**config.mk**
```make
export PLATFORM = sky130hd
export DESIGN_NAME = register_file
export DESIGN_NICKNAME = d
export VERILOG_FILES = /design/src/hdl/mips_pkg.sv /design/src/hdl/register_file.sv
export VERILOG_INCLUDE_DIRS = /design/src /design/src/include
export SDC_FILE = /design/constraint.sdc
export NUM_CORES = 2
export LEC_CHECK = 0
export BUFFER_PORTS_ARGS = -buffer_cell sky130_fd_sc_hd__buf_2
export CAP_MARGIN = 20
export CORE_MARGIN = 5
export CORE_UTILIZATION = 41
export DETAILED_ROUTE_END_ITERATION = 6
export SLEW_MARGIN = 20
export SYNTH_ARGS = -nofsm -noshare
export SYNTH_HDL_FRONTEND = slang
export SYNTH_SLANG_ARGS = --single-unit
```
**constraint.sdc**
```tcl
create_clock -name clk -period 102.7 [get_ports clk]
set_input_delay 15.405 -clock clk [delete_from_list [all_inputs] [get_ports clk]]
set_output_delay 15.405 -clock clk [all_outputs]
set_load 0.005 [all_outputs]
```
**src/include/mips_defines.svh**
```systemverilog
// Sizing for the single-cycle core
// Memories are word organized; byte offsets in addresses are dropped
// Depths must be powers of two, given as log2 values

`ifndef MIPS_DEFINES_SVH
`define MIPS_DEFINES_SVH

// ===========================================================================
// Word and index widths
// ===========================================================================
`define WORD_W 32
`define REG_L  5
`define REG_N  (1 << `REG_L)

// ===========================================================================
// Memory depths in words
// ===========================================================================
`define DMEM_L 6
`define DMEM_N (1 << `DMEM_L)
`define IMEM_L 5
`define IMEM_N (1 << `IMEM_L)

`endif

```
**src/hdl/mips_pkg.sv**
```systemverilog
// Shared types for the single-cycle core
// Encodings follow the classic MIPS subset; only listed codes are legal
// Anything else decodes as a no-op in main_control

`default_nettype none

`include "mips_defines.svh"

package mips_pkg;

    // Datapath word
    typedef logic [`WORD_W-1:0] word_t;

    // Primary opcode, instr[31:26]
    typedef enum logic [5:0]
    {
        op_rtype = 6'd0,
        op_beq   = 6'd4,
        op_addi  = 6'd8,
        op_lw    = 6'd35,
        op_sw    = 6'd43
    } opcode_e;

    // R-type function field, instr[5:0]
    typedef enum logic [5:0]
    {
        fn_add = 6'd32,
        fn_sub = 6'd34,
        fn_and = 6'd36,
        fn_or  = 6'd37,
        fn_slt = 6'd42
    } funct_e;

    // Internal ALU selector, not an ISA encoding
    typedef enum logic [2:0]
    {
        alu_add,
        alu_sub,
        alu_and,
        alu_or,
        alu_slt
    } alu_op_e;

endpackage

`default_nettype wire

```
**src/hdl/register_file.sv**
```systemverilog
// 32 x WORD_W register file, two async read ports, one sync write port
// No write-to-read bypass; a same-cycle write is seen after the edge

`timescale 1ns/100ps
`default_nettype none

`include "mips_defines.svh"

module register_file
    import mips_pkg::*;
(
    input  wire                   clk,
    input  wire                   rst,
    input  wire [`REG_L-1:0]      rs_idx,
    input  wire [`REG_L-1:0]      rt_idx,
    input  wire [`REG_L-1:0]      rd_idx,
    input  word_t                 rd_data,
    input  wire                   reg_write,
    output word_t                 rs_data,
    output word_t                 rt_data
);

    word_t regs [0:`REG_N-1];

    // Register 0 never gets written
    always_ff @(posedge clk or posedge rst)
    begin
        if (rst)
        begin
            for (int i = 0; i < `REG_N; i++)
            begin
                regs[i] <= '0;
            end
        end
        else if (reg_write && (rd_idx != '0))
        begin
            regs[rd_idx] <= rd_data;
        end
    end

    // Reads, with $zero forced
    assign rs_data = (rs_idx == '0) ? '0 : regs[rs_idx];
    assign rt_data = (rt_idx == '0) ? '0 : regs[rt_idx];

endmodule

`default_nettype wire

```
==> flow_summary.toml <==
[synth]
synth_ff_type = "dfrtp_1"
synth_top_cell_area_share_pct = 46.8
synth_nets = 3742
synth-simple-area-share_pct = 2.06
syn_area_um2 = 54700
syn_avg_cell_area_um2 = 14.8
yosysWarnings = 0
postSynth.asyncResetShare_pct = 100
synth_top_family_by_area = "multiplexers"
synth_cell_types = 48
syn-instance-count = 3692
synth_xor_area_share_pct = 0
synth_edf_count = 0
synth_fa_ha_area_share_pct = 0
yosysSeqAreaShare_pct = 46.8
synth_compound_area_share_pct = 4.46
synth_area_leaders = "dfrtp_1, mux2_2, mux4_2, mux2i_1, clkbuf_1"
ys_seq_elements = 1024
synth_mux_area_share_pct = 42.6
synth_top_area_cell = "dfrtp_1"

[run]
cap_violations = 0

[timing]
fin_crit_sh_pct = 34.1
hold_slack_ns = 0.397
max_freq_ghz = 0.0285
slew_viol_final = 0
rsz0062_at_grt = "false"
max_slew.worst_pin.slew_ns = 1.28
fin_crit_ns = 35.03
skew_ns = 0
hold_viol_final = 0
finalSetupViolCount = 0
relSlewSlack_pct = 14.1
fin_tns_setup_ns = 0

[global_route]
antenna_found_initial = 20
grt_pass1_vias = 35700
grt_pass1_wl_um = 268000
track_usage_pct = 26.0
grt_max_degree = 157
grt_overflow = 0

[layout]
fillerInstances = 11800
syn2layout_area_growth_pct = 10.2
final_cells = 5456
regMostFlops = "regs"
final_nets = 3638
design_area_um2 = 60300
mostFrequentLayoutCell = "mux2_2"
top_regs = "regs (1024)"
largest_reg_flops = 1024
layout_common_cells = "mux2_2, dfrtp_1, mux4_2, mux2i_1, clkbuf_16"
layout-drive-gt1-share_pct = 51.3

[pwr]
p_leak_nw = 26.1
clock_power_share_pct = 35.3
power_frac_comb_pct = 19.8
power_density_nw_per_um2 = 19.9
swShare_pct = 27.3
seq_power_share_pct = 44.9
switchingPower_mw = 0.328
total_power_mw = 1.20
vdd_drop_max_v = 0.0000146
p_int_mw = 0.872

[critical_path]
start_kind = "input port"
required_ns = 87.30
r2r-start = "regs[76]"
worstPathArrival_ns = 19.63
critPathKind = "in2out"
r2r_slack_ns = 101.90
path_max_fanout = 81
cp-end-kind = "output port"
cp-startpoint = "rs_idx[0]"

[routing]
vias = 35300
firstDrtPassIters = 6
wl_um = 185000
routedWlPerCell_um = 34.0
drcViolationCount = 0
drtIter0Drc = 3627
drtAntennaViolNets = 0
viasPerCell = 6.47

[place]
dp_hpwl_um = 104000
place_inst = 5244
gp_congestion = 0.798
post_dp_cell_area_um2 = 56400
port_buffers = 113

[worst_hold_path]
min_from = "regs[1011]"
min_path_type = "reg2reg"

[clocking]
cts_resized = 0
path_clk_slew_ns = 0.06
cts_buffers = 110
clkLatencyLatePin_ns = 0.71
clockBufferDepth = 3
ctsHoldBuffers = 0
cts.sink_count = 1024
post_cts_buffers = 0
h-tree-depth = 3
cts_root_buffer = "clkbuf_16"
cts_tree = "yes"

[floorplan]
core-area_um2 = 133000
rows = 134
start_util_pct = 41.1
io_pins = 114
chipWidth_um = 375
die_y_um = 375
die_area_um2 = 141000

[status]
outcome = "completed"
## synth_stat cells, types with 4 or more instances
cell type	n
mux2_2	1037
dfrtp_1	1024
mux4_2	397
mux2i_1	271
clkbuf_1	225
buf_2	85
a22oi_1	77
buf_1	49
a21oi_1	43
a22o_1	42
nor2b_1	42
nand2_1	41
o22ai_1	40
a211oi_1	37
buf_6	34
nor3_1	33
a2111oi_0	29
nor2_1	21
o221ai_1	21
buf_4	20
and2_1	19
nor4_1	16
o32ai_1	16
nand3_1	12
a311oi_1	8
buf_8	6
nand3b_1	6
buf_12	5
a31oi_1	4
nor3b_1	4
## power groups by stage
stage / clock network (mW) / registers (mW) / logic, mW
after floorplan: 0 / 0.524 / 0.187
after global placement: 0 / 0.541 / 0.233
after detailed placement: 0 / 0.543 / 0.237
after CTS: 0.431 / 0.536 / 0.237
after global routing: 0.447 / 0.547 / 0.255
final: 0.424 / 0.539 / 0.237
## cells by family (layout without fill, tap and decap cells)
family | count (synthesis) | count (layout)
and+or+nand+nor | 207 | 207
DFF | 1024 | 1024
AOI/OAI and AO/OA | 326 | 326
muxes | 1705 | 1705
buffers and inverters | 430 | 419
other | 0 | 7
## metrics by stage
step                      setup WS [ns]  util (%)
after floorplan                   58.48         -
after global placement            67.70      42.4
after detailed placement          67.68      42.4
after CTS                         67.68      45.3
after global routing              67.35      45.3
final                             67.67      45.3
## per-layer routing
layer / part of all wire [%] / vias up / GRT usage [%]
li1: - / 14100 / -
met1: 42 / 19300 / 36.8
met2: 45 / 1546 / 39.6
met3: 8.4 / 368 / 5.71
met4: 3.8 / 10 / 9.46
met5: 0.032 / - / 0
## cell type report
class	instances	area, µm²	share of cell area (%)
clock inverter	42	509	0.845
antenna	7	17.5	0.0290
clock buffer	163	3360	5.57
timing repair buffer	211	1400	2.32
sequential	1024	25600	42.5
inverter	3	18.8	0.0311
multi-input combinational	2238	27200	45.0
tap	1768	2210	3.67
## critical path, stage by stage
cell	delay, ns
buf_8	0.66
buf_4	0.65
buf_4	0.78
mux4_2	0.59
a22o_1	0.24
a2111oi_0	0.57
nor3_1	0.29
buf_2	0.20
## final timing paths
path	endpoint	cells after the start
setup / recovery	rs_data[0]	8
hold / removal	regs[1011]	0
setup reg to reg	regs[76]	1
hold reg to reg	regs[1011]	0
max in group asynchronous	regs[530]	7
min in group asynchronous	regs[118]	2
No activity file was read; power rests on OpenSTA's default activity.
