### src/include/mips_defines.svh
// Sizing for the single-cycle core
// Memories are word organized; byte offsets in addresses are dropped
// Depths must be powers of two, given as log2 values

`ifndef MIPS_DEFINES_SVH
`define MIPS_DEFINES_SVH

// ===========================================================================
// Word and index widths
// ===========================================================================
`define WORD_W 32
`define REG_L  5
`define REG_N  (1 << `REG_L)

// ===========================================================================
// Memory depths in words
// ===========================================================================
`define DMEM_L 6
`define DMEM_N (1 << `DMEM_L)
`define IMEM_L 5
`define IMEM_N (1 << `IMEM_L)

`endif

### src/hdl/mips_pkg.sv
// Shared types for the single-cycle core
// Encodings follow the classic MIPS subset; only listed codes are legal
// Anything else decodes as a no-op in main_control

`default_nettype none

`include "mips_defines.svh"

package mips_pkg;

    // Datapath word
    typedef logic [`WORD_W-1:0] word_t;

    // Primary opcode, instr[31:26]
    typedef enum logic [5:0]
    {
        op_rtype = 6'd0,
        op_beq   = 6'd4,
        op_addi  = 6'd8,
        op_lw    = 6'd35,
        op_sw    = 6'd43
    } opcode_e;

    // R-type function field, instr[5:0]
    typedef enum logic [5:0]
    {
        fn_add = 6'd32,
        fn_sub = 6'd34,
        fn_and = 6'd36,
        fn_or  = 6'd37,
        fn_slt = 6'd42
    } funct_e;

    // Internal ALU selector, not an ISA encoding
    typedef enum logic [2:0]
    {
        alu_add,
        alu_sub,
        alu_and,
        alu_or,
        alu_slt
    } alu_op_e;

endpackage

`default_nettype wire

### src/hdl/pc_unit.sv
// Program counter, byte address, always word aligned
// Branch target is PC+4 plus the word offset in imm

`timescale 1ns/100ps
`default_nettype none

`include "mips_defines.svh"

module pc_unit
    import mips_pkg::*;
(
    input  wire     clk,
    input  wire     rst,
    input  wire     branch,
    input  wire     zero,
    input  word_t   imm,
    output word_t   pc
);

    word_t pc_plus4;
    word_t branch_target;
    logic  take_branch;

    assign pc_plus4      = pc + word_t'(4);
    // Offset counts words, shift into bytes
    assign branch_target = pc_plus4 + {imm[`WORD_W-3:0], 2'b00};
    assign take_branch   = branch & zero;

    always_ff @(posedge clk or posedge rst)
    begin
        if (rst)
            pc <= '0;
        else
            pc <= take_branch ? branch_target : pc_plus4;
    end

endmodule

`default_nettype wire

### config.mk
export PLATFORM = sky130hd
export DESIGN_NAME = pc_unit
export DESIGN_NICKNAME = d
export VERILOG_FILES = /design/src/hdl/mips_pkg.sv /design/src/hdl/pc_unit.sv
export VERILOG_INCLUDE_DIRS = /design/src /design/src/include
export SDC_FILE = /design/constraint.sdc
export NUM_CORES = 1
export LEC_CHECK = 0
export BUFFER_PORTS_ARGS = -buffer_cell sky130_fd_sc_hd__buf_2
export CORE_ASPECT_RATIO = 2
export CORE_MARGIN = 2
export CORE_UTILIZATION = 60
export DETAILED_ROUTE_END_ITERATION = 7
export GPL_TIMING_DRIVEN = 0
export PLACE_DENSITY = 0.92
export SYNTH_ARGS = -nofsm -noshare
export SYNTH_HDL_FRONTEND = slang
export SYNTH_SLANG_ARGS = --single-unit
### constraint.sdc
create_clock -name clk -period 7.9 [get_ports clk]
set_input_delay 0.79 -clock clk [delete_from_list [all_inputs] [get_ports clk]]
set_output_delay 0.79 -clock clk [all_outputs]
set_load 0.005 [all_outputs]
==> metrics, run 1 <==
DR vias=3693; Worst Hold Slack=564.0 ps; slowest stage delay, CP=460 ps; initial antenna violation count=0; Final min period=3957 ps; CTS Hold Buffers Added=0; Tot Pwr=0.001774 W; Main synth FF type=dfrtp_1; Avg Cell Area, Syn=8.092 um2; Worst-Margin Slew=701.3 ps; leakage power=1.863 nW; max reg flops=30; number of port buffers=63; Die Area=0.006519 mm2; Critical R2R Capture=pc[29]; outcome=completed; worst r2r src=pc[4]; clock-pin slew on the worst setup and hold paths=60 ps; Hold Crit Class=input port to async pin; Initial DRC Count=207; drt pass-1 iters=5; std cell rows=39; Max-cap violations=0; ant diodes=0; critical path endpoint=pc[29]; post-CTS resize count=0; final slew viol count=0; crit end category=register; Rel. slew slack=53.25%; Netlist cell types=62; Core Box Area=0.005660 mm2; vias per cell=6.502; largest net degree at the start of global routing=31; ys async rst share=100.0%; All-Layer GR Usage=34.28%; WS Path Type=register to register; FF+latch count, synth=30; slowest CP cell=o311ai_0; Starting Density=62.05%; CP delay by family, top=simple AND/OR/NAND/NOR gates; met3 GRT Util=6.106%; WP data required=8100 ps; Fillers=450; DIE HEIGHT=112.2 um; GR peak layer=met2; GPL Wtd Cong=0.9447; Most flops, register=pc; clock root buffer=clkbuf_16; r2r worst-path depth=14; Final setup violation count=0; Critical path origin=pc[4]; Clock Tree Buf Depth=2; Crit path depth=14; Clock Skew=9.114 ps; area grow syn2layout=16.25%; crit share post-route=50.09%; worst path buffer plus inverter count=0; final wirelength=10750 um; Post-synth EDFFs=0; layout cells sized above 1=21.50%; CTS tree=yes; P per Cell Area=434.5 mW/mm2; GR Overflow Total=0; Mapped Cells=434; buffer count from post-CTS setup fixing=0; crit start category=register; GRT met2 Usage=62.50%; final hold violation count=0; fmax=0.2527 GHz; first-pass GRT wire length=17090 um; CP arrival=4160 ps; setup_tns=0 ps; Setup WS post-layout=3943 ps; HPWL after detailed placement=8409 um; unrepaired setup endpoints after global routing=no; number of CTS-inserted buffers=5; antenna-violating nets left=0; synthesized area=0.003512 mm2; H-tree depth=2; DRC viols=0; CP max FO=6; peak supply drop=367.2 uV; WL/cell=18.93 um; Reg2Reg Setup Slack=3940 ps; vias in the first global route=3786; synth warn=0; Util after Layout=72.13%; worst-skew pair later-pin latency=290 ps; sequential share of the synthesized area=21.38%; Die Width=58.10 um; Regs by FF count=pc (30); crit path cell chain=and4_1, nand3_2, nor2_1, nand3_1, nor2_1, xor2_1, ha_1, nand2_1, nor3_1, o311ai_0, a21oi_1, o31ai_1, a21oi_1, nor3_2; nets=580; # IOs=68; met1 GRT Util=33.33%; clk sinks=30; pre-CTS setup slack=4078 ps
## where the power goes
| group | switching, W | internal, W |
|---|---|---|
| Combinational | 0.000708 | 0.000532 |
| Clock | 0.0000776 | 0.000125 |
| Sequential | 0.000101 | 0.000231 |
## metal layers
layer	routed length, um	vias to the layer above
met2	5739	188
met4	761	0
met1	3553	1729
met5	0	-
li1	-	1699
met3	697	77
## cells by family (layout without fill, tap and decap cells)
logic type	Yosys count	count (layout)	synth area share, %
muxes	6	6	1.852
DFF	30	30	21.38
and+or+nand+nor	157	157	23.23
adders and majority gates	38	38	13.75
AOI/OAI and AO/OA	120	120	21.37
xor gates and xnor gates	51	51	12.93
other	1	2	0.1068
buffers and inverters	31	103	5.379
## synthesized netlist by cell type (2+ instances only)
| cell type | n | area, um2 |
|---|---|---|
| ha_1 | 37 | 462.9 |
| nand2_1 | 39 | 146.4 |
| nand3b_1 | 2 | 15.01 |
| xor2_1 | 19 | 166.4 |
| a21oi_1 | 59 | 295.3 |
| o21bai_1 | 2 | 15.01 |
| and3_1 | 4 | 25.02 |
| a21o_1 | 15 | 112.6 |
| nand2b_1 | 3 | 18.77 |
| nor2_1 | 49 | 183.9 |
| nor3_1 | 9 | 45.04 |
| o21ai_0 | 16 | 80.08 |
| nand4_4 | 2 | 42.54 |
| clkbuf_1 | 3 | 11.26 |
| o21a_1 | 2 | 15.01 |
| nor4_1 | 3 | 18.77 |
| a211oi_1 | 2 | 15.01 |
| o211ai_1 | 3 | 22.52 |
| xnor2_1 | 31 | 271.5 |
| mux2_2 | 4 | 45.04 |
| dfrtp_1 | 30 | 750.7 |
| nand4_1 | 12 | 75.07 |
| and4_1 | 5 | 43.79 |
| a31oi_1 | 2 | 12.51 |
| buf_6 | 5 | 56.30 |
| a21o_2 | 2 | 17.52 |
| and2_1 | 2 | 12.51 |
| o221ai_1 | 2 | 17.52 |
| nand3_1 | 17 | 85.08 |
| buf_2 | 6 | 30.03 |
| buf_4 | 2 | 15.01 |
| o31ai_1 | 2 | 15.01 |
| mux2i_1 | 2 | 20.02 |
| inv_1 | 13 | 48.80 |
## cell usage in the layout (no fill, tap or decap), types with 3 or more instances in the layout
master     netlist  layout
and3_1           4       4
nor3_1           9       9
buf_6            5       5
nand2b_1         3       3
dfrtp_1         30      30
a21oi_1         59      59
nor4_1           3       3
clkbuf_16        0       5
nand2_1         39      39
nand3_1         17      17
nor2_1          49      49
o211ai_1         3       3
inv_1           13      13
xor2_1          19      19
o21ai_0         16      16
clkbuf_1         3       4
nand4_1         12      12
a21o_1          15      15
mux2_2           4       4
xnor2_1         31      31
and4_1           5       5
ha_1            37      37
buf_2            6      69
## worst min-delay path by stage
stage            from     end  slack, ps  cells after the start
2_1_floorplan   pc[2]   pc[2]        560                      1
3_3_place_gp   pc[31]  pc[31]        600                      2
3_5_place_dp   pc[31]  pc[31]        610                      2
4_1_cts        pc[31]  pc[31]        620                      2
5_1_grt           rst  pc[22]        620                      2
6_report          rst  pc[22]        560                      2
## cell type report
type / instances / area, um2 / area share (%)
buffer: 18 / 140.1 / 3.432
clock buffer: 7 / 142.6 / 3.494
clock inverter: 1 / 5.005 / 0.1226
inverter: 13 / 48.80 / 1.195
multi-input combinational: 374 / 2576 / 63.10
sequential: 30 / 750.7 / 18.39
tap: 61 / 76.32 / 1.869
timing repair buffer: 64 / 342.8 / 8.397
## per-stage QoR
stage | area, um2 | cells
2_1_floorplan | 3516 | 435
5_1_grt | 4083 | 568
4_1_cts | 4055 | 567
3_5_place_dp | 3908 | 559
6_report | 4083 | 568
3_3_place_gp | 3908 | 559
No activity file was read; power rests on OpenSTA's default activity.
==> run 2, diff against run 1 <==
--- a/config.mk
+++ b/config.mk
@@ -9,10 +9,10 @@
 export BUFFER_PORTS_ARGS = -buffer_cell sky130_fd_sc_hd__buf_2
 export CORE_ASPECT_RATIO = 2
 export CORE_MARGIN = 2
-export CORE_UTILIZATION = 60
+export CORE_UTILIZATION = 57
 export DETAILED_ROUTE_END_ITERATION = 7
 export GPL_TIMING_DRIVEN = 0
-export PLACE_DENSITY = 0.92
+export PLACE_DENSITY = 0.88
 export SYNTH_ARGS = -nofsm -noshare
 export SYNTH_HDL_FRONTEND = slang
 export SYNTH_SLANG_ARGS = --single-unit
==> constraint.sdc (replaced) <==
create_clock -name clk -period 3.9 [get_ports clk]
set_input_delay 0.39 -clock clk [delete_from_list [all_inputs] [get_ports clk]]
set_output_delay 0.39 -clock clk [all_outputs]
set_load 0.005 [all_outputs]
==> run 2 against run 1 <==
Clock power rose by 100%. Total power rose by 100%. Via count fell by 2.8%. Flip-flop and latch count did not move. Combinational power rose by 100%. Register-to-register slack got worse by 3800 ps. Routed wire length fell by 1.3%. Clock skew fell by 5.1 ps. Clock-buffer cell count did not move. Hold slack got worse by 530 ps. Worst setup slack got worse by 3800 ps. Sequential share of layout area fell by 0.11 points.
==> metrics, run 2 (synthesis results as in run 1) <==
Die Area=0.006844 mm2 (was 0.006519 mm2); area grow syn2layout=16.96% (was 16.25%); first-pass GRT wire length=16910 um (was 17090 um); Critical R2R Capture=pc[29] (unchanged); Rel. slew slack=57.84% (was 53.25%); Worst-Margin Slew=632.3 ps (was 701.3 ps); Hold Crit Class=input port to async pin (unchanged); Initial DRC Count=202 (was 207); vias per cell=6.273 (was 6.502); nets=582 (was 580); Post-Layout Cell Count=572 (was 568); GPL Wtd Cong=0.9686 (was 0.9447); number of CTS-inserted buffers=5 (unchanged); All-Layer GR Usage=32.74% (was 34.28%); DIE HEIGHT=115.0 um (was 112.2 um); initial antenna violation count=0 (unchanged); P per Cell Area=868.9 mW/mm2 (was 434.5 mW/mm2); peak supply drop=491.3 uV (was 367.2 uV); clock-pin slew on the worst setup and hold paths=60 ps (about the same); most common cell after layout, fill and taps aside=buf_2 (unchanged); layout cells sized above 1=22.20% (was 21.50%); Reg2Reg Setup Slack=110 ps (was 3940 ps); clock root buffer=clkbuf_16 (unchanged); DR vias=3588 (was 3693); GR Overflow Total=0 (unchanged); Tot Pwr=0.003569 W (was 0.001774 W); Worst Hold Slack=34.50 ps (was 564.0 ps); Core Box Area=0.006006 mm2 (was 0.005660 mm2); CP max FO=8 (was 6); WL/cell=18.55 um (was 18.93 um); H-tree depth=2 (unchanged); Fillers=521 (was 450); number of port buffers=63 (unchanged); most frequent cells in the layout=buf_2 (69), a21oi_1 (59), nor2_1 (48), nand2_1 (39), ha_1 (37) (was buf_2 (69), a21oi_1 (59), nor2_1 (49), nand2_1 (39), ha_1 (37)); Clock Skew=4.042 ps (was 9.114 ps); final hold violation count=0 (unchanged); worst-skew pair later-pin latency=290 ps (about the same); WS Path Type=register to register (unchanged); Most flops, register=pc (unchanged); WP data required=4070 ps (was 8100 ps); worst r2r src=pc[2] (was pc[4]); antenna-violating nets left=0 (unchanged); std cell rows=40 (was 39); drt pass-1 iters=4 (was 5); Final setup violation count=0 (unchanged); CP arrival=3960 ps (was 4160 ps); crit end category=register (unchanged); clk sinks=30 (unchanged); max reg flops=30 (unchanged); final wirelength=10610 um (was 10750 um); fmax=0.2638 GHz (was 0.2527 GHz); CTS Hold Buffers Added=0 (unchanged); largest net degree at the start of global routing=31 (unchanged); setup_tns=0 ps (unchanged); Starting Density=58.48% (was 62.05%); crit share post-route=97.21% (was 50.09%); crit start category=register (unchanged); DRC viols=0 (unchanged); vias in the first global route=3751 (was 3786); Die Width=59.51 um (was 58.10 um); Regs by FF count=pc (30) (unchanged); Inst Count DP=561 (was 559); leakage power=1.868 nW (was 1.863 nW); Final min period=3791 ps (was 3957 ps); # IOs=68 (unchanged); r2r worst-path depth=13 (was 14); HPWL after detailed placement=8198 um (was 8409 um); Max-cap violations=0 (unchanged); Util after Layout=68.40% (was 72.13%); CTS tree=yes (unchanged); Clock Tree Buf Depth=2 (unchanged); outcome=completed (unchanged); ant diodes=0 (unchanged); final slew viol count=0 (unchanged)
run 2: cell count changes in the layout (fill, tap and decap cells not counted), sizes merged:
cell / delta
inv: -1
buf: +2
clkinv: +1
run 2: worst max-delay path, stage by stage (launching register included):
cell and delay (ps):
dfrtp_1 490, ha_1 290, nand4_1 230, nand2b_1 240
xnor2_1 350, ha_1 300, buf_2 170, a21oi_1 250
nor3_1 100, o311ai_0 440, a21oi_1 160, o31ai_1 350
and3_1 260, nor3_2 40
run 2: per-stage QoR:
stage	instance area (um2)	setup WS (ps)
after floorplan	3516	730.1
after global placement	3910	179.9
after detailed placement	3910	143.5
after CTS	4058	101.6
after global routing	4108	-36.08
final	4108	108.9
run 2: cell type report:
class / count / area (um2) / area share (%)
Multi-Input combinational cell: 374 / 2584 / 62.90
Sequential cell: 30 / 750.7 / 18.28
Timing Repair Buffer: 66 / 357.8 / 8.712
Clock buffer: 7 / 142.6 / 3.472
Buffer: 18 / 140.1 / 3.412
Tap cell: 63 / 78.83 / 1.919
Inverter: 13 / 48.80 / 1.188
Clock inverter: 1 / 5.005 / 0.1218
run 2: routing by layer:
metal	routed length (um)	vias to the layer above	GRT usage [%]
met4	574	0	20.15
li1	-	1703	-
met5	0	-	0
met2	5848	131	60.15
met1	3634	1711	32.18
met3	551	43	5.737
run 2: what timing repair did:
| item | in CTS | in global routing |
|---|---|---|
| gates resized for setup | 0 | 2 |
| setup endpoints to repair | 0 | 3 |
| buffers inserted | 0 | 2 |
| hold endpoints to repair | 0 | 0 |
run 2: how the worst max path moves through the flow:
stage	cells past startpoint	endpoint	start	slack [ps]
finish	13	pc[29]	pc[2]	110
global route	13	pc[29]	pc[2]	-40
CTS	13	pc[29]	pc[2]	100
detailed placement	13	pc[29]	pc[2]	140
global placement	13	pc[29]	pc[2]	180
floorplan	13	pc[30]	pc[4]	730
run 2: where the power goes:
group	switching [W]	internal [W]	leakage (nW)
registers	0.000208	0.000467	0.337
logic	0.00141	0.00108	1.46
clock network	0.000152	0.000253	0.0739
total	0.00177	0.00180	1.87
