===== src/include/mips_defines.svh =====
// Sizing for the single-cycle core
// Memories are word organized; byte offsets in addresses are dropped
// Depths must be powers of two, given as log2 values

`ifndef MIPS_DEFINES_SVH
`define MIPS_DEFINES_SVH

// ===========================================================================
// Word and index widths
// ===========================================================================
`define WORD_W 32
`define REG_L  5
`define REG_N  (1 << `REG_L)

// ===========================================================================
// Memory depths in words
// ===========================================================================
`define DMEM_L 6
`define DMEM_N (1 << `DMEM_L)
`define IMEM_L 5
`define IMEM_N (1 << `IMEM_L)

`endif


===== src/hdl/mips_pkg.sv =====
// Shared types for the single-cycle core
// Encodings follow the classic MIPS subset; only listed codes are legal
// Anything else decodes as a no-op in main_control

`default_nettype none

`include "mips_defines.svh"

package mips_pkg;

    // Datapath word
    typedef logic [`WORD_W-1:0] word_t;

    // Primary opcode, instr[31:26]
    typedef enum logic [5:0]
    {
        op_rtype = 6'd0,
        op_beq   = 6'd4,
        op_addi  = 6'd8,
        op_lw    = 6'd35,
        op_sw    = 6'd43
    } opcode_e;

    // R-type function field, instr[5:0]
    typedef enum logic [5:0]
    {
        fn_add = 6'd32,
        fn_sub = 6'd34,
        fn_and = 6'd36,
        fn_or  = 6'd37,
        fn_slt = 6'd42
    } funct_e;

    // Internal ALU selector, not an ISA encoding
    typedef enum logic [2:0]
    {
        alu_add,
        alu_sub,
        alu_and,
        alu_or,
        alu_slt
    } alu_op_e;

endpackage

`default_nettype wire


===== src/hdl/alu.sv =====
// Combinational ALU for the core subset
// Add and sub wrap without overflow detection; slt is signed

`timescale 1ns/100ps
`default_nettype none

module alu
    import mips_pkg::*;
(
    input  word_t     a,
    input  word_t     b,
    input  alu_op_e   alu_op,
    output word_t     result,
    output logic      zero
);

    always_comb
    begin
        case (alu_op)
            alu_add: result = a + b;
            alu_sub: result = a - b;
            alu_and: result = a & b;
            alu_or:  result = a | b;
            // 1 when a < b as two's complement
            alu_slt:
            begin
                result = ($signed(a) < $signed(b)) ? word_t'(1) : '0;
            end
            default: result = '0;
        endcase
    end

    // Used by beq after a subtract
    assign zero = (result == '0);

endmodule

`default_nettype wire


===== config.mk =====
export PLATFORM = sky130hd
export DESIGN_NAME = alu
export DESIGN_NICKNAME = d
export VERILOG_FILES = /design/src/hdl/mips_pkg.sv /design/src/hdl/alu.sv
export VERILOG_INCLUDE_DIRS = /design/src /design/src/include
export SDC_FILE = /design/constraint.sdc
export NUM_CORES = 1
export LEC_CHECK = 0
export ABC_AREA = 1
export ABC_CLOCK_PERIOD_IN_PS = 7600
export BUFFER_PORTS_ARGS = -buffer_cell sky130_fd_sc_hd__buf_4
export CORE_ASPECT_RATIO = 0.75
export CORE_UTILIZATION = 45
export DETAILED_ROUTE_END_ITERATION = 7
export PLACE_DENSITY_LB_ADDON = 0.3
export SLEW_MARGIN = 25
export SYNTH_ARGS = -nofsm -noshare
export SYNTH_HDL_FRONTEND = slang
export SYNTH_SLANG_ARGS = --single-unit

===== constraint.sdc =====
create_clock -name vclk -period 7.6
set_input_delay 1.52 -clock vclk [all_inputs]
set_output_delay 1.52 -clock vclk [all_outputs]
set_load 0.005 [all_outputs]

==> summary.txt, run 1 <==
Status
  • Result of the run: completed

STA
  • Final Hold Viols: 0
  • Part of the cycle the worst path needs: 76.6%
  • Slew headroom: 27.6%
  • Final setup TNS: 0 ns
  • Final setup violation count: 0
  • Period minus WS final: 5.82 ns
  • Measured slew at the worst slew-check pin: 1.08 ns
  • Max-slew violation count: 0
  • Unrepaired setup endpoints after global routing: false
  • F_max: 0.172 GHz

Synth
  • Yosys warns: 0
  • Synth Instances: 1345
  • Average size of a mapped cell: 5.07 µm²
  • Share of synthesized area occupied by flip-flops and latches: 0%
  • Post-synthesis net count: 1519
  • Total standard cell area after synthesis: 6820 µm²
  • Synth unique cells: 37

Worst setup path
  • Arrival @ worst endpoint: 4.30 ns
  • Setup CP Type: in2out
  • Endpoint type of the worst setup path: primary output
  • Critical path startpoint category: primary input
  • Required arrival time at the worst endpoint: 6.08 ns
  • Launching element of the worst setup path: a[0]
  • Worst Path Max Fanout: 4

Finish
  • Total area of sequential cells: 0 µm²
  • Final core utilization: 51.9%
  • Number of fill cells in the layout: 1675
  • Antenna fix cells: 0
  • Layout cells sized above 1: 11.8%
  • Total number of nets in the final design: 1591
  • Count of clock buffers in the final design: 0
  • Sequential cell count: 0
  • Synthesis-to-finish area growth: 11.5%

Floorplan
  • FP Rows: 38
  • Height of the chip: 109 µm
  • Initial core utilization: 46.6%
  • Die footprint: 15700 µm²
  • Ports: 100
  • Die extent in x: 144 µm
  • Core Footprint: 14600 µm²

Routing
  • Max layer used: met4
  • Detailed-route via count: 8182
  • Iteration-0 DRC Markers: 836
  • Number of remaining DRC errors: 0
  • Number of routed nets with antenna violations: 0
  • Via-to-Cell Ratio: 5.07
  • Met1 wire length: 13000 µm
  • Final routed wirelength across all metal layers: 25500 µm
  • Average routed wire per standard cell: 15.8 µm
  • First-pass DRT Iterations: 6
  • Wire length on met3: 3060 µm
  • Met2 wirelength from detailed routing: 9050 µm

Pwr
  • Final Power: 0.551 mW
  • Leak Pwr: 4.95 nW
  • Power per Cell Area: 72.4 nW/µm²
  • Maximum ir drop on the vdd rail: 0.0000320 V

Placed design
  • Detailed-placement wirelength estimate: 22300 µm
  • Final GP Congestion: 1.03
  • IO buf count: 100

Worst hold path
  • Count of cells along the worst hold path: 5
  • Type of the most critical hold path: in2out
  • Worst hold path startpoint: alu_op[2]

Clock network
  • Post-CTS Repair Setup Buffers: 0
  • Post-CTS resize count: 0
  • Cts hold-fix bufs: 0

Global routing
  • Global-route wire length before repair: 39000 µm
  • Via count of the first global-routing pass: 7232
  • Total congestion overflow after global routing: 0
  • Pin count of the biggest net entering global routing: 33
  • Global routing usage summed across all routing layers: 33.0%
  • Initial antenna violation count: 0

Flow run
  • MaxCap Viol Count: 0
## stage by stage
| step | hold WS [ns] | cells | area [µm²] | worst slack (ns) |
|---|---|---|---|---|
| global route | 3.51 | 1615 | 7610 | 1.60 |
| CTS | 3.46 | 1615 | 7610 | 1.86 |
| detailed placement | 3.46 | 1615 | 7610 | 1.87 |
| global placement | 3.46 | 1615 | 7610 | 1.82 |
| floorplan | 3.20 | 1345 | 6820 | 2.75 |
| finish | 3.46 | 1615 | 7610 | 1.78 |
## path summary, 6_finish.rpt
| kind | end | slack (ns) |
|---|---|---|
| setup / recovery | zero | 1.78 |
| hold / removal | result[0] | 3.46 |
## synthesized netlist by cell type
library cell / count / share of area, %
sky130_fd_sc_hd__nor2_2: 18 / 1.7
sky130_fd_sc_hd__nor2_4: 4 / 0.66
sky130_fd_sc_hd__nor2_1: 93 / 5.1
sky130_fd_sc_hd__buf_6: 7 / 1.2
sky130_fd_sc_hd__nand2_2: 9 / 0.83
sky130_fd_sc_hd__o21ai_0: 25 / 1.8
sky130_fd_sc_hd__nand3_1: 104 / 7.6
sky130_fd_sc_hd__buf_2: 14 / 1.0
sky130_fd_sc_hd__clkinv_1: 4 / 0.22
sky130_fd_sc_hd__nand2_1: 473 / 26
sky130_fd_sc_hd__buf_4: 5 / 0.55
sky130_fd_sc_hd__clkbuf_8: 3 / 0.61
sky130_fd_sc_hd__nand2_4: 2 / 0.33
sky130_fd_sc_hd__o22ai_1: 22 / 2.0
sky130_fd_sc_hd__and2_4: 1 / 0.13
sky130_fd_sc_hd__nor4_2: 1 / 0.18
sky130_fd_sc_hd__inv_1: 327 / 18
sky130_fd_sc_hd__ha_1: 105 / 19
sky130_fd_sc_hd__nor3_1: 7 / 0.51
sky130_fd_sc_hd__clkbuf_1: 4 / 0.22
sky130_fd_sc_hd__a21oi_1: 43 / 3.2
sky130_fd_sc_hd__nand3_2: 16 / 2.3
sky130_fd_sc_hd__nand3b_1: 11 / 1.2
sky130_fd_sc_hd__a31oi_1: 4 / 0.37
sky130_fd_sc_hd__xor2_1: 3 / 0.39
sky130_fd_sc_hd__inv_2: 7 / 0.39
sky130_fd_sc_hd__nor3_2: 1 / 0.15
sky130_fd_sc_hd__fa_1: 2 / 0.59
sky130_fd_sc_hd__nor4_4: 1 / 0.31
sky130_fd_sc_hd__nand4_1: 11 / 1.0
sky130_fd_sc_hd__and3_1: 2 / 0.18
sky130_fd_sc_hd__o2111ai_1: 6 / 0.77
sky130_fd_sc_hd__a221oi_1: 2 / 0.26
sky130_fd_sc_hd__or2_2: 1 / 0.092
sky130_fd_sc_hd__a21oi_2: 2 / 0.26
sky130_fd_sc_hd__o21bai_1: 4 / 0.44
sky130_fd_sc_hd__a22o_1: 1 / 0.13
## cells in the final DEF, fill, tap and decap left out
cell type,count
sky130_fd_sc_hd__a21oi_1,43
sky130_fd_sc_hd__a21oi_2,2
sky130_fd_sc_hd__a221oi_1,2
sky130_fd_sc_hd__a22o_1,1
sky130_fd_sc_hd__a31oi_1,4
sky130_fd_sc_hd__and2_4,1
sky130_fd_sc_hd__and3_1,2
sky130_fd_sc_hd__buf_4,103
sky130_fd_sc_hd__clkinv_1,4
sky130_fd_sc_hd__fa_1,2
sky130_fd_sc_hd__ha_1,105
sky130_fd_sc_hd__inv_1,327
sky130_fd_sc_hd__inv_2,7
sky130_fd_sc_hd__nand2_1,473
sky130_fd_sc_hd__nand2_2,9
sky130_fd_sc_hd__nand2_4,2
sky130_fd_sc_hd__nand3_1,103
sky130_fd_sc_hd__nand3_2,17
sky130_fd_sc_hd__nand3b_1,11
sky130_fd_sc_hd__nand4_1,11
sky130_fd_sc_hd__nor2_1,93
sky130_fd_sc_hd__nor2_2,18
sky130_fd_sc_hd__nor2_4,4
sky130_fd_sc_hd__nor3_1,7
sky130_fd_sc_hd__nor3_2,1
sky130_fd_sc_hd__nor4_2,1
sky130_fd_sc_hd__nor4_4,1
sky130_fd_sc_hd__o2111ai_1,6
sky130_fd_sc_hd__o21ai_0,25
sky130_fd_sc_hd__o21bai_1,4
sky130_fd_sc_hd__o22ai_1,22
sky130_fd_sc_hd__or2_2,1
sky130_fd_sc_hd__xor2_1,3
## layout make-up
| type | instances | area (µm²) | area share [%] |
|---|---|---|---|
| Multi-Input combinational cell | 974 | 5310 | 69.9 |
| Inverter | 338 | 1270 | 16.7 |
| Timing Repair Buffer | 103 | 773 | 10.2 |
| Tap cell | 200 | 250 | 3.29 |
## power by group
group | switching (mW) | internal [mW]
registers | 0 | 0
logic | 0.367 | 0.184
clock network | 0 | 0
total | 0.367 | 0.184
## critical path, stage by stage
cell	delay (ns)
sky130_fd_sc_hd__buf_4	0.12
sky130_fd_sc_hd__ha_1	0.29
sky130_fd_sc_hd__fa_1	0.48
sky130_fd_sc_hd__nand3_1	0.10
sky130_fd_sc_hd__nand3_1	0.18
sky130_fd_sc_hd__nand2_1	0.10
sky130_fd_sc_hd__nand3_1	0.19
sky130_fd_sc_hd__nand2_1	0.11
sky130_fd_sc_hd__nand2_1	0.06
sky130_fd_sc_hd__xor2_1	0.14
sky130_fd_sc_hd__nand2_1	0.07
sky130_fd_sc_hd__nand3_1	0.22
sky130_fd_sc_hd__nor2_1	0.16
sky130_fd_sc_hd__nand2_1	0.07
sky130_fd_sc_hd__nor2_2	0.13
sky130_fd_sc_hd__nand2_1	0.08
sky130_fd_sc_hd__nor2_2	0.14
sky130_fd_sc_hd__buf_4	0.14
## kinds of logic after synthesis
logic type	count (synthesis)	share of synthesized area, %
simple gates	755	48.4
buf+inv	371	22.2
fa+ha+maj	107	19.8
compound gates	109	9.23
xor+xnor	3	0.385
## per-layer routing
layer / vias up / global-route usage [%]
met3: 25 / 6.06
met5: - / 0
met2: 406 / 44.2
met1: 3571 / 53.1
met4: 0 / 4.96
li1: 4180 / -
Power figures use the tool's default switching activity.
==> inputs of run 2 (changes only) <==
Settings changed: ABC_CLOCK_PERIOD_IN_PS 7600 to 5900.
Clock period 7.6 ns to 5.9 ns, I/O delays scaled along.
==> run 2 against run 1 <==
Compared with the run above:
- flip-flop and latch count did not move
- final cell count up 0.25%
- via count barely moved
- combinational power rose by 29%
- critical path type unchanged
- highest routed layer is now met5
==> summary.txt, run 2 (same netlist as run 1, synthesis figures left out) <==
Status
  • Result of the run: completed (unchanged)

STA
  • Worst hold slack: 2.77 ns (was 3.46 ns)
  • Max-slew violation count: 0 (unchanged)
  • Unrepaired setup endpoints after global routing: false (unchanged)
  • Slew headroom: 46.2% (was 27.6%)
  • Part of the cycle the worst path needs: 87.6%
  • Final setup TNS: 0 ns (unchanged)
  • Measured slew at the worst slew-check pin: 0.807 ns (was 1.08 ns)
  • F_max: 0.194 GHz
  • Final Hold Viols: 0 (unchanged)
  • Period minus WS final: 5.17 ns
  • Final setup violation count: 0 (unchanged)

Worst hold path
  • Count of cells along the worst hold path: 5 (unchanged)
  • Type of the most critical hold path: in2out (unchanged)

Clock network
  • Cts hold-fix bufs: 0 (unchanged)
  • Post-CTS Repair Setup Buffers: 0 (unchanged)
  • Post-CTS resize count: 0 (unchanged)

Worst setup path
  • Slowest stage delay, CP: 0.48 ns (about the same)
  • Arrival @ worst endpoint: 3.99 ns (was 4.30 ns)
  • Cell-by-cell listing of the critical path: buf_4, ha_1, fa_1, nand3_1, nand3_1, nand2_1, nand3_1, nand2_1, nand2_1, xor2_1, nand2_1, nand3_1, nor2_1, nand2_1, nor2_2, nand2_1, nor2_2, buf_4 (unchanged)
  • Critical path buffers and inverters: 2 (unchanged)
  • Worst Path Max Fanout: 4 (unchanged)
  • Critical path depth: 18 (unchanged)
  • Setup CP Type: in2out (unchanged)
  • Required arrival time at the worst endpoint: 4.72 ns (was 6.08 ns)
  • Cell repeated most along the worst path: sky130_fd_sc_hd__nand2_1 (unchanged)
  • Slowest cell on the critical path: sky130_fd_sc_hd__fa_1 (unchanged)
  • Critical path startpoint category: primary input (unchanged)
  • Endpoint type of the worst setup path: primary output (unchanged)
  • CP top delay family: simple AND/OR/NAND/NOR gates (unchanged)

Floorplan
  • Initial core utilization: 46.6% (unchanged)
  • Die extent in x: 144 µm (unchanged)
  • Ports: 100 (unchanged)
  • FP Rows: 38 (unchanged)
  • Core Footprint: 14600 µm² (unchanged)
  • Height of the chip: 109 µm (unchanged)
  • Die footprint: 15700 µm² (unchanged)

Finish
  • Count of clock buffers in the final design: 0 (unchanged)
  • Final core utilization: 52.2% (was 51.9%)
  • Sequential cell count: 0 (unchanged)
  • Antenna fix cells: 0 (unchanged)
  • Most common library cell in the layout ignoring fill and taps: sky130_fd_sc_hd__nand2_1 (unchanged)
  • Total area of sequential cells: 0 µm² (unchanged)
  • Commonest non-fill, non-tap cells in the layout: sky130_fd_sc_hd__nand2_1 (473), sky130_fd_sc_hd__inv_1 (327), sky130_fd_sc_hd__buf_4 (107) (was sky130_fd_sc_hd__nand2_1 (473), sky130_fd_sc_hd__inv_1 (327), sky130_fd_sc_hd__ha_1 (105))
  • Final instance count without filler cells: 1619 (was 1615)
  • Layout cells sized above 1: 12.0% (was 11.8%)
  • Synthesis-to-finish area growth: 12.0% (was 11.5%)
  • Total number of nets in the final design: 1595 (was 1591)

Routing
  • Number of routed nets with antenna violations: 0 (unchanged)
  • First-pass DRT Iterations: 5 (was 6)
  • Number of remaining DRC errors: 0 (unchanged)
  • Detailed-route via count: 8179 (was 8182)
  • Final routed wirelength across all metal layers: 24700 µm (was 25500 µm)
  • Iteration-0 DRC Markers: 1013 (was 836)
  • Average routed wire per standard cell: 15.3 µm (was 15.8 µm)
  • Via-to-Cell Ratio: 5.05 (was 5.07)

Pwr
  • Leak Pwr: 4.97 nW (was 4.95 nW)
  • Maximum ir drop on the vdd rail: 0.0000395 V (was 0.0000320 V)
  • Power per Cell Area: 92.8 nW/µm² (was 72.4 nW/µm²)

Global routing
  • Total congestion overflow after global routing: 0 (unchanged)
  • Pin count of the biggest net entering global routing: 33 (unchanged)
  • Global routing usage summed across all routing layers: 31.9% (was 33.0%)
  • Initial antenna violation count: 1 (was 0)
  • Via count of the first global-routing pass: 7139 (was 7232)
  • Global-route wire length before repair: 38200 µm (was 39000 µm)

Placed design
  • IO buf count: 100 (unchanged)
  • Placed insts: 1619 (was 1615)
  • Detailed-placement wirelength estimate: 21500 µm (was 22300 µm)
  • Final GP Congestion: 0.998 (was 1.03)

Flow run
  • MaxCap Viol Count: 0 (unchanged)
==> run 2: changes by cell type in the layout (fill, tap and decap cells not counted) <==
cell / delta
sky130_fd_sc_hd__nor3_2: -1
sky130_fd_sc_hd__buf_4: +4
sky130_fd_sc_hd__nor3_4: +1
sky130_fd_sc_hd__nand3_2: -1
sky130_fd_sc_hd__nand3_1: +1
==> run 2: cell type report <==
cell class         count  area (µm²)
multi-input cells    974        5320
fillers             1651        7010
inverters            338        1270
repair buffers       107         803
well taps            200         250
==> run 2: path summary, 6_finish.rpt <==
check	end	from	slack, ns
worst min-delay path	result[0]	alu_op[0]	2.77
worst max-delay path	zero	a[0]	0.73
==> run 2: metal layers <==
layer | vias to the layer above | share of wire (%) | global-route usage, % | wire length (µm)
met4 | 2 | 1.0 | 3.16 | 250
met5 | - | 0.053 | 0 | 13
met1 | 3563 | 50 | 50.8 | 12400
met2 | 395 | 36 | 43.2 | 8810
li1 | 4197 | - | - | -
met3 | 22 | 13 | 7.29 | 3180
==> run 2: power by group <==
group | total [mW] | leakage, nW | internal (mW) | switching, mW
combinational | 0.709 | 4.97 | 0.239 | 0.470
clock | 0 | 0 | 0 | 0
sequential | 0 | 0 | 0 | 0
==> run 2: per-stage QoR <==
step	setup slack (ns)	power [mW]	cell area [µm²]
floorplan	1.73	0.456	6820
global placement	0.856	0.687	7640
detailed placement	0.864	0.687	7640
CTS	0.857	0.691	7640
global route	0.600	0.783	7640
finish	0.734	0.709	7640
