$ cat src/include/mips_defines.svh
// Sizing for the single-cycle core
// Memories are word organized; byte offsets in addresses are dropped
// Depths must be powers of two, given as log2 values

`ifndef MIPS_DEFINES_SVH
`define MIPS_DEFINES_SVH

// ===========================================================================
// Word and index widths
// ===========================================================================
`define WORD_W 32
`define REG_L  5
`define REG_N  (1 << `REG_L)

// ===========================================================================
// Memory depths in words
// ===========================================================================
`define DMEM_L 6
`define DMEM_N (1 << `DMEM_L)
`define IMEM_L 5
`define IMEM_N (1 << `IMEM_L)

`endif

$ cat src/hdl/mips_pkg.sv
// Shared types for the single-cycle core
// Encodings follow the classic MIPS subset; only listed codes are legal
// Anything else decodes as a no-op in main_control

`default_nettype none

`include "mips_defines.svh"

package mips_pkg;

    // Datapath word
    typedef logic [`WORD_W-1:0] word_t;

    // Primary opcode, instr[31:26]
    typedef enum logic [5:0]
    {
        op_rtype = 6'd0,
        op_beq   = 6'd4,
        op_addi  = 6'd8,
        op_lw    = 6'd35,
        op_sw    = 6'd43
    } opcode_e;

    // R-type function field, instr[5:0]
    typedef enum logic [5:0]
    {
        fn_add = 6'd32,
        fn_sub = 6'd34,
        fn_and = 6'd36,
        fn_or  = 6'd37,
        fn_slt = 6'd42
    } funct_e;

    // Internal ALU selector, not an ISA encoding
    typedef enum logic [2:0]
    {
        alu_add,
        alu_sub,
        alu_and,
        alu_or,
        alu_slt
    } alu_op_e;

endpackage

`default_nettype wire

$ cat src/hdl/main_control.sv
// Single-cycle instruction decoder
// All outputs are forced low while rst is high, so no writes during load
// Unknown opcode or function code decodes as a no-op

`timescale 1ns/100ps
`default_nettype none

module main_control
    import mips_pkg::*;
(
    input  wire       rst,
    input  opcode_e   opcode,
    input  funct_e    funct,
    output logic      reg_dst,
    output logic      alu_src,
    output logic      mem_to_reg,
    output logic      reg_write,
    output logic      mem_read,
    output logic      mem_write,
    output logic      branch,
    output alu_op_e   alu_op
);

    always_comb
    begin
        // Defaults give a no-op
        reg_dst    = 1'b0;
        alu_src    = 1'b0;
        mem_to_reg = 1'b0;
        reg_write  = 1'b0;
        mem_read   = 1'b0;
        mem_write  = 1'b0;
        branch     = 1'b0;
        alu_op     = alu_add;

        if (!rst)
        begin
            case (opcode)
                op_rtype:
                begin
                    // Destination in rd, operation from funct
                    reg_dst   = 1'b1;
                    reg_write = 1'b1;
                    case (funct)
                        fn_add:  alu_op = alu_add;
                        fn_sub:  alu_op = alu_sub;
                        fn_and:  alu_op = alu_and;
                        fn_or:   alu_op = alu_or;
                        fn_slt:  alu_op = alu_slt;
                        default: reg_write = 1'b0;
                    endcase
                end
                op_lw:
                begin
                    alu_src    = 1'b1;
                    mem_to_reg = 1'b1;
                    mem_read   = 1'b1;
                    reg_write  = 1'b1;
                end
                op_sw:
                begin
                    alu_src   = 1'b1;
                    mem_write = 1'b1;
                end
                op_addi:
                begin
                    alu_src   = 1'b1;
                    reg_write = 1'b1;
                end
                // Compare by subtract, zero flag decides
                op_beq:
                begin
                    branch = 1'b1;
                    alu_op = alu_sub;
                end
                default:
                begin
                    branch = 1'b0;
                end
            endcase
        end
    end

endmodule

`default_nettype wire

$ cat config.mk
export PLATFORM = sky130hd
export DESIGN_NAME = main_control
export DESIGN_NICKNAME = d
export VERILOG_FILES = /design/src/hdl/mips_pkg.sv /design/src/hdl/main_control.sv
export VERILOG_INCLUDE_DIRS = /design/src /design/src/include
export SDC_FILE = /design/constraint.sdc
export NUM_CORES = 1
export LEC_CHECK = 0
export ABC_AREA = 1
export BUFFER_PORTS_ARGS = -buffer_cell sky130_fd_sc_hd__buf_2
export CAP_MARGIN = 20
export CORE_AREA = 2 2 39 41
export DETAILED_ROUTE_END_ITERATION = 10
export DIE_AREA = 0 0 41 43
export PLACE_DENSITY = 0.45
export SYNTH_ARGS = -nofsm -noshare
export SYNTH_HDL_FRONTEND = slang
export SYNTH_SLANG_ARGS = --single-unit
$ cat constraint.sdc
create_clock -name vclk -period 2
set_input_delay 0.5 -clock vclk [all_inputs]
set_output_delay 0.5 -clock vclk [all_outputs]
set_load 0.05 [all_outputs]
==> results.md, run 1 <==
- Once routing completed, OpenROAD measured the worst setup slack at 0.0718 ns.
- The first detailed-routing pass ran for 4 iterations.
- The critical path class is in2out.
- Synthesis handed over a netlist of 44 instances.
- The maximum fanout along the worst path is 6.
- The register area is 0 µm².
- The static power due to leakage is 0.224 nW.
- Routability-driven placement finished with a final weighted congestion of 0.534.
- VDD sags by at most 0.0381 mV.
- The fraction of power consumed by combinational cells is 100.0%.
- The number of sequential cells is 0.
- The internal power is 0.0165 mW.
- The layout overhead on the synthesized area is 78.8%.
- The end-of-flow core utilization is 26.7%.
- The setup TNS is 0 ns.
- After detailed placement, the design holds a cell count of 82.
- The tightest slew margin relative to the limit is 84.3%.
- The most frequent standard cell in the layout excluding fill and tap cells is sky130_fd_sc_hd__buf_2.
- The vertical extent of the die is 43 µm.
- The floorplan step defined a die boundary enclosing 0.00176 mm².
- The total of buffers placed on input and output ports is 23.
- The detailed placement HPWL is 544 µm.
- Net switching is 59.6% of the power.
- The detailed-route DRC error count is 0.
- The count of unique library cells instantiated by Yosys is 12.
- The multi-input combinational cell area is 200 µm².
- The final layout contains routed wiring with a total length of 573 µm.
- In this run, the clock network consumes 0% of the power.
- The number of DRC markers after the initial detailed-route iteration is 1.
- The sequential area share after synthesis is 0%.
- The number of non-filler instances in the completed layout is 82.
- In this run, flip-flops and latches consume 0% of the power.
- The switching component of the power is 0.0243 mW.
- The maximum number of pins on one net before global-route repair is 7.
- The average cell area after synthesis is 4.69 µm².
- Counting the clock-network buffers in the layout gives 0.
- The wire length of the first global-routing pass is 897 µm.
- Leaving out fill and tap cells, the most frequent cells in the layout are sky130_fd_sc_hd__buf_2, sky130_fd_sc_hd__nor2_1, sky130_fd_sc_hd__nand2_1, sky130_fd_sc_hd__inv_1.
- The worst-margin pin slew is 0.235 ns.
- The reported max-cap violation count is 0.
- The mapped netlist covers 206 µm².
- The top achievable clock speed is 519 MHz.
- The number of max-slew violations in the final report came to 0.
- The initial cell density of the core is 14.9%.
- Detailed routing inserted a total of 318 vias.
- For this run the aggregate overflow at the end of global routing stands at 0.
- The post-route antenna net violation count is 0.
- OpenSTA, run right after detailed placement, puts the worst setup slack at 0.0519 ns.
- The floorplan has 14 rows.
- The total power draw is 0.0408 mW.
- Counting every net in the synthesized netlist gives 57.
- In the final routed layout, each cell accounts on average for 6.99 µm.
- The final hold violation count is 0.
- 23 I/O pins were placed.
- The post-CTS repair timing setup buffer count is 0.
- The arrival time reported for the critical path endpoint is 1.43 ns.
- Setup repair after global routing left no endpoint under its margin.
- The run finished with clean final reports.
- The final-stage net count is 81.
- The initial antenna violation count came to 0.
- The die is 41 µm wide.
- The fraction of final layout cells sized beyond drive strength 1 is 53.0%.
- The class of the most critical hold timing path is in2out.
- The worst setup path is launched from an input pin.
- The number of inserted diodes is 0.
- In the routed layout, each cell is associated on average with a via count of 3.88.
- Yosys printed 0 warnings.
- The number of fill cells is 170.
- The power per cell area is 110 mW/mm².
- The region available for standard cell placement spans 0.00138 mm².
- The via count of the first global-routing pass is 242.
- The post-route fraction of the period consumed by the critical path is 96.4%.
- The final setup violation count is 0.
- For this design, the CTS-stage hold fixing added 0 buffers.
- The all-layer global routing usage is 6.59%.
- The data required time of the critical path is 1.50 ns.
- The count of instances resized after the clock tree is built is 0.
- The routed design could run at a clock period as short as 1.93 ns.
- The worst setup path is captured at an output pin.
-- final cells by class --
class	count	area share, %
Multi-Input combinational cell	36	54.2
Timing Repair Buffer	23	33.2
Inverter	7	7.12
Tap cell	16	5.42
-- power by group through the flow --
| stage | sequential (mW) | clock (mW) | combinational (mW) |
|---|---|---|---|
| final | 0 | 0 | 0.0408 |
| after global routing | 0 | 0 | 0.0460 |
| after CTS | 0 | 0 | 0.0411 |
| after detailed placement | 0 | 0 | 0.0410 |
| after global placement | 0 | 0 | 0.0410 |
| after floorplan | 0 | 0 | 0.0215 |
-- cells in the mapped netlist --
cell                      instances  area share [%]
sky130_fd_sc_hd__and2_1           1             3.0
sky130_fd_sc_hd__buf_4            1             3.6
sky130_fd_sc_hd__inv_1            7              13
sky130_fd_sc_hd__nand2_1          9              16
sky130_fd_sc_hd__nand2_2          2             6.1
sky130_fd_sc_hd__nand3_1          4             9.7
sky130_fd_sc_hd__nand4_1          1             3.0
sky130_fd_sc_hd__nor2_1          12              22
sky130_fd_sc_hd__nor2_2           4              12
sky130_fd_sc_hd__nor2_4           1             5.5
sky130_fd_sc_hd__nor3b_1          1             3.6
sky130_fd_sc_hd__o21ai_0          1             2.4
-- logic make-up after synthesis --
kind of cell | after synthesis | synth area share, %
AOI/OAI and AO/OA | 1 | 2.42
buffers and inverters | 8 | 16.4
and+or+nand+nor | 35 | 81.2
-- through the flow --
stage	hold slack (ns)	area [µm²]
2_1_floorplan	1.16	234
5_1_grt	1.46	369
4_1_cts	1.44	362
3_5_place_dp	1.44	362
6_report	1.44	369
3_3_place_gp	1.44	362
-- worst paths after layout --
kind	slack (ns)	start	cells after the start	endpoint
setup / recovery	0.07	rst	7	alu_op[0]
hold / removal	1.44	funct[3]	4	alu_op[2]
-- layer usage --
| metal | vias to the layer above | GRT usage (%) | share of wire, % |
|---|---|---|---|
| met2 | 17 | 10.9 | 45 |
| met1 | 124 | 9.81 | 43 |
| li1 | 177 | - | - |
| met4 | 0 | 0 | 0 |
| met3 | 0 | 0 | 12 |
| met5 | - | 0 | 0 |
-- worst max-delay path, cell delays in order --
cell and delay (ns):
sky130_fd_sc_hd__buf_2 0.11, sky130_fd_sc_hd__nor2_2 0.12, sky130_fd_sc_hd__nand2_2 0.10, sky130_fd_sc_hd__nor2_4 0.17
sky130_fd_sc_hd__nand3_1 0.11, sky130_fd_sc_hd__nand3_2 0.06, sky130_fd_sc_hd__buf_2 0.25
(Power assumes the default switching activity.)
==> inputs of run 2 (changes only) <==
==> constraint.sdc (replaced) <==
create_clock -name vclk -period 2
set_input_delay 0.5 -clock vclk [all_inputs]
set_output_delay 0.5 -clock vclk [all_outputs]
set_load 0.02 [all_outputs]
==> results.md, run 2 (synthesis results as in run 1) <==
- The final hold violation count is 0 (unchanged).
- The initial cell density of the core is 14.9% (unchanged).
- The worst-margin pin slew is 0.186 ns (was 0.235 ns).
- The die outline area is 0.00176 mm² (unchanged).
- The maximum vdd ir drop is 0.0379 mV (was 0.0381 mV).
- Leading cell types in the layout, fill and taps excluded: sky130_fd_sc_hd__buf_2, sky130_fd_sc_hd__nor2_1, sky130_fd_sc_hd__nand2_1, sky130_fd_sc_hd__inv_1 (unchanged).
- The reported max-cap violation count is 0 (unchanged).
- The first-pass iteration count of the detailed router is 3 (was 4).
- The detailed-route DRC error count is 0 (unchanged).
- The residual overflow from global routing is 0 (unchanged).
- Setup repair after global routing missed its margin: false (unchanged).
- The class of the most critical hold timing path is in2out (unchanged).
- The setup TNS is 0 ns (unchanged).
- The post-CTS repair timing setup buffer count is 0 (unchanged).
- The count of clock buffers in the final design is 0 (unchanged).
- The cell area after placement is 334 µm² (was 362 µm²).
- The shortest clock period the worst path allows after layout was 1.83 ns (was 1.93 ns).
- The top achievable clock speed is 546 MHz (was 519 MHz).
- The data required time of the critical path is 1.50 ns (about the same).
- The number of max-slew violations in the final report is 0 (unchanged).
- The final-stage net count is 81 (unchanged).
- The master of the slowest instance on the critical path is sky130_fd_sc_hd__buf_2 (unchanged).
- The total via count after detailed routing is 316 (was 318).
- The count of hold buffers inserted by post-cts repair was 0 (unchanged).
- The number of DRC markers after the initial detailed-route iteration was 2 (was 1).
- The wire length per cell after detailed routing was 6.95 µm (was 6.99 µm).
- The count of instances resized after the clock tree is built came to 0 (unchanged).
- The last weighted congestion value of the routability-driven placer is 0.613 (was 0.534).
- The total of buffers placed on input and output ports is 23 (unchanged).
- The fraction of final layout cells sized beyond drive strength 1 is 45.5% (was 53.0%).
- The post-route fraction of the period consumed by the critical path was 91.6% (was 96.4%).
- Result of the run: completed (unchanged).
- The number of non-filler instances in the completed layout is 82 (unchanged).
- The cell area after layout is 334 µm² (was 369 µm²).
- The worst hold slack is 1.34 ns (was 1.44 ns).
- The most frequent standard cell in the layout excluding fill and tap cells is sky130_fd_sc_hd__buf_2 (unchanged).
- The register area was 0 µm² (unchanged).
- The wire length after detailed routing was 570 µm (was 573 µm).
- The arrival time reported for the critical path endpoint is 1.33 ns (was 1.43 ns).
- The post-route antenna net violation count is 0 (unchanged).
- The critical path class is in2out (unchanged).
- The type of element capturing the critical path is an output pin (unchanged).
- List of cells traversed by the critical path: buf_2 -> nor2_2 -> nand2_2 -> nor2_1 -> nor2_1 -> o21ai_0 -> buf_2 (was buf_2 -> nor2_2 -> nand2_2 -> nor2_4 -> nand3_1 -> nand3_2 -> buf_2).
- The number of inserted diodes is 0 (unchanged).
- The static power due to leakage is 0.209 nW (was 0.224 nW).
- The initial antenna violation count was 0 (unchanged).
- The via count normalized by instance count is 3.85 (was 3.88).
- The wire length of the first global-routing pass is 869 µm (was 897 µm).
- The via count of the first global-routing pass is 250 (was 242).
- The final setup violation count was 0 (unchanged).
- The worst slack at placement is 0.161 ns (was 0.0519 ns).
- The total power draw is 0.0357 mW (was 0.0408 mW).
- The detailed placement HPWL is 556 µm (was 544 µm).
- The end-of-flow core utilization was 24.1% (was 26.7%).
- The die span in x is 41 µm (unchanged).
- The minimum setup slack in the final design is 0.168 ns (was 0.0718 ns).
- The delay of the slowest cell on the worst path is 0.19 ns (was 0.25 ns).
- The tightest slew margin relative to the limit is 87.6% (was 84.3%).
- The all-layer global routing usage came to 6.39% (was 6.59%).
- The power per cell area is 107 mW/mm² (was 110 mW/mm²).
- The type of origin of the critical path is an input pin (unchanged).
- The maximum number of pins on one net before global-route repair is 7 (unchanged).
- The number of instances in the placed design is 82 (unchanged).
- The number of placed I/O pins is 23 (unchanged).
- The row count was 14 (unchanged).
- The vertical extent of the die is 43 µm (unchanged).
- The maximum fanout along the worst path is 3 (was 6).
- The layout overhead on the synthesized area is 61.8% (was 78.8%).
- The placeable core region is 0.00138 mm² (unchanged).
- The number of sequential cells is 0 (unchanged).
[run 2: cell types whose count changed in the layout (fill, tap and decap cells not counted), sizes merged]
cell	before	now
buf	20	23
clkbuf	3	0
[run 2: final timing paths]
path	startpoint	endpoint	slack, ns	depth (start not counted)
max	rst	alu_src	0.17	7
min	funct[3]	alu_op[2]	1.34	4
[run 2: final cells by class]
class | instances | area (µm²)
Fill cell | 163 | 1050
Multi-Input combinational cell | 36 | 173
Timing Repair Buffer | 23 | 115
Inverter | 7 | 26.3
Tap cell | 16 | 20.0
[run 2: metal layers]
metal / global-route usage, % / up-vias / part of all wire, %
li1: - / 176 / -
met5: 0 / - / 0
met3: 1.05 / 0 / 12
met2: 12.5 / 12 / 51
met1: 6.96 / 128 / 37
met4: 0 / 0 / 0
[run 2: report_power, final]
part	total [mW]	switching (mW)	internal [mW]
Sequential	0	0	0
Combinational	0.0357	0.0198	0.0159
Clock	0	0	0
[run 2: critical path, delay by kind of cell]
| family | cells | cell delay (ns) |
|---|---|---|
| compound gates | 1 | 0.08 |
| buf+inv | 2 | 0.30 |
| simple gates | 4 | 0.46 |
==> inputs of run 3 (changes only) <==
CELL_PAD_IN_SITES_DETAIL_PLACEMENT = 2   (was default)
CELL_PAD_IN_SITES_GLOBAL_PLACEMENT = 2   (was default)
CORE_AREA = default   (was 2 2 39 41)
CORE_MARGIN = 2   (was default)
CORE_UTILIZATION = 15   (was default)
DIE_AREA = default   (was 0 0 41 43)
PLACE_DENSITY = 0.93   (was 0.45)
==> results.md, run 3 (synthesis results as in run 1) <==
- The master of the slowest instance on the critical path is sky130_fd_sc_hd__nor2_1 (was sky130_fd_sc_hd__buf_2).
- The row count is 13 (was 14).
- The power per cell area is 114 mW/mm² (was 107 mW/mm²).
- The sequential group share of total power is 0% (about the same).
- The layout overhead on the synthesized area came to 61.2% (was 61.8%).
- The maximum number of pins on one net before global-route repair is 7 (unchanged).
- The residual overflow from global routing was 0 (unchanged).
- The most frequent standard cell in the layout excluding fill and tap cells is sky130_fd_sc_hd__buf_2 (unchanged).
- The total power draw was 0.0378 mW (was 0.0357 mW).
- The sum of buffers and inverters on the critical path came to 2 (unchanged).
- The wire length of the first global-routing pass came to 1320 µm (was 869 µm).
- The family of cells with the greatest summed delay on the critical path was simple AND/OR/NAND/NOR gates (unchanged).
- The number of inserted diodes is 0 (unchanged).
- The register area is 0 µm² (unchanged).
- The all-layer global routing usage is 11.3% (was 6.39%).
- The initial antenna violation count came to 0 (unchanged).
- The arrival time reported for the critical path endpoint came to 1.38 ns (was 1.33 ns).
- The count of instances resized after the clock tree is built came to 0 (unchanged).
- The internal power is 0.0159 mW (about the same).
- The critical path class is in2out (unchanged).
- The total via count after detailed routing is 345 (was 316).
- The top achievable clock speed is 531 MHz (was 546 MHz).
- The delay of the slowest cell on the worst path is 0.19 ns (about the same).
- The number of fill cells is 176 (was 163).
- The maximum fanout along the worst path came to 3 (unchanged).
- The static power due to leakage is 0.209 nW (unchanged).
- The shortest clock period the worst path allows after layout was 1.88 ns (was 1.83 ns).
- The worst-margin pin slew came to 0.229 ns (was 0.186 ns).
- The via count of the first global-routing pass is 330 (was 250).
- Setup repair after global routing missed its margin: false (unchanged).
- The number of sequential cells is 0 (unchanged).
- The maximum vdd ir drop is 0.0269 mV (was 0.0379 mV).
- The switching share of power was 57.9% (was 55.5%).
- The final setup violation count is 0 (unchanged).
- The count of hold buffers inserted by post-cts repair is 0 (unchanged).
- The wire length per cell after detailed routing was 10.3 µm (was 6.95 µm).
- The switching component of the power is 0.0219 mW (was 0.0198 mW).
- The number of DRC markers after the initial detailed-route iteration came to 0 (was 2).
- The setup TNS is 0 ns (unchanged).
- The vertical extent of the die came to 41.1 µm (was 43 µm).
- The data required time of the critical path is 1.50 ns (about the same).
- The initial cell density of the core came to 15.9% (was 14.9%).
- The final hold violation count is 0 (unchanged).
- The reported max-cap violation count is 0 (unchanged).
- The post-route antenna net violation count came to 0 (unchanged).
- The tightest slew margin relative to the limit is 84.7% (was 87.6%).
- The type of origin of the critical path is an input pin (unchanged).
- The total of buffers placed on input and output ports is 23 (unchanged).
- The post-CTS repair timing setup buffer count is 0 (unchanged).
- The detailed-route DRC error count is 0 (unchanged).
- Leading cell types in the layout, fill and taps excluded: sky130_fd_sc_hd__buf_2, sky130_fd_sc_hd__nor2_1, sky130_fd_sc_hd__nand2_1, sky130_fd_sc_hd__inv_1 (unchanged).
- The via count normalized by instance count is 4.26 (was 3.85).
- The final-stage net count is 81 (unchanged).
- The fraction of final layout cells sized beyond drive strength 1 is 45.5% (unchanged).
- The last weighted congestion value of the routability-driven placer was 0.795 (was 0.613).
- The detailed placement HPWL came to 811 µm (was 556 µm).
- The placeable core region is 0.00130 mm² (was 0.00138 mm²).
- The count of clock buffers in the final design is 0 (unchanged).
- List of cells traversed by the critical path: buf_2 -> nor2_2 -> nand2_2 -> nor2_1 -> nor2_1 -> o21ai_0 -> buf_2 (unchanged).
- The wire length after detailed routing was 833 µm (was 570 µm).
- Result of the run: completed (unchanged).
- The type of element capturing the critical path is an output pin (unchanged).
- The number of placed I/O pins is 23 (unchanged).
- The die outline area is 0.00169 mm² (was 0.00176 mm²).
- The share of total power in the clock network was 0% (about the same).
- The fraction of power consumed by combinational cells is 100.0% (about the same).
- The first-pass iteration count of the detailed router is 1 (was 3).
- The class of the most critical hold timing path is in2out (unchanged).
- The post-route fraction of the period consumed by the critical path is 94.2% (was 91.6%).
- The die span in x came to 41.1 µm (was 41 µm).
- The number of max-slew violations in the final report is 0 (unchanged).
## run 3: final timing paths
path,cells past startpoint,startpoint,end
min,4,funct[3],alu_op[2]
max,7,rst,alu_src
## run 3: power groups by stage
stage | sequential, mW | combinational [mW] | clock, mW
floorplan | 0 | 0.0168 | 0
global placement | 0 | 0.0359 | 0
detailed placement | 0 | 0.0387 | 0
CTS | 0 | 0.0388 | 0
global route | 0 | 0.0432 | 0
finish | 0 | 0.0378 | 0
## run 3: cell type report
| cell class | count | area (µm²) | area share [%] |
|---|---|---|---|
| inverter | 7 | 26.3 | 7.89 |
| tap | 15 | 18.8 | 5.64 |
| timing repair buffer | 23 | 115 | 34.6 |
| multi-input combinational | 36 | 173 | 51.9 |
## run 3: through the flow
stage / util, % / hold WS, ns / std cells / worst slack [ns] / cell area (µm²)
detailed placement: 25.6 / 1.36 / 81 / 0.0983 / 333
floorplan: - / 1.11 / 44 / 0.0956 / 206
global placement: 25.6 / 1.34 / 81 / 0.163 / 333
finish: 25.6 / 1.35 / 81 / 0.115 / 333
CTS: 25.6 / 1.36 / 81 / 0.0967 / 333
global route: 25.6 / 1.38 / 81 / 0.00377 / 333
## run 3: worst min-delay path, stage by stage
cell and delay (ns):
sky130_fd_sc_hd__buf_2 0.11, sky130_fd_sc_hd__inv_1 0.06, sky130_fd_sc_hd__nor2_2 0.04, sky130_fd_sc_hd__buf_2 0.14
## run 3: layer usage
metal  up-vias  global-route usage (%)  share of wire, %
met2         9                    24.6                58
met3         0                       0               3.8
li1        176                       -                 -
met5         -                       0                 0
met1       160                    12.3                38
met4         0                       0                 0
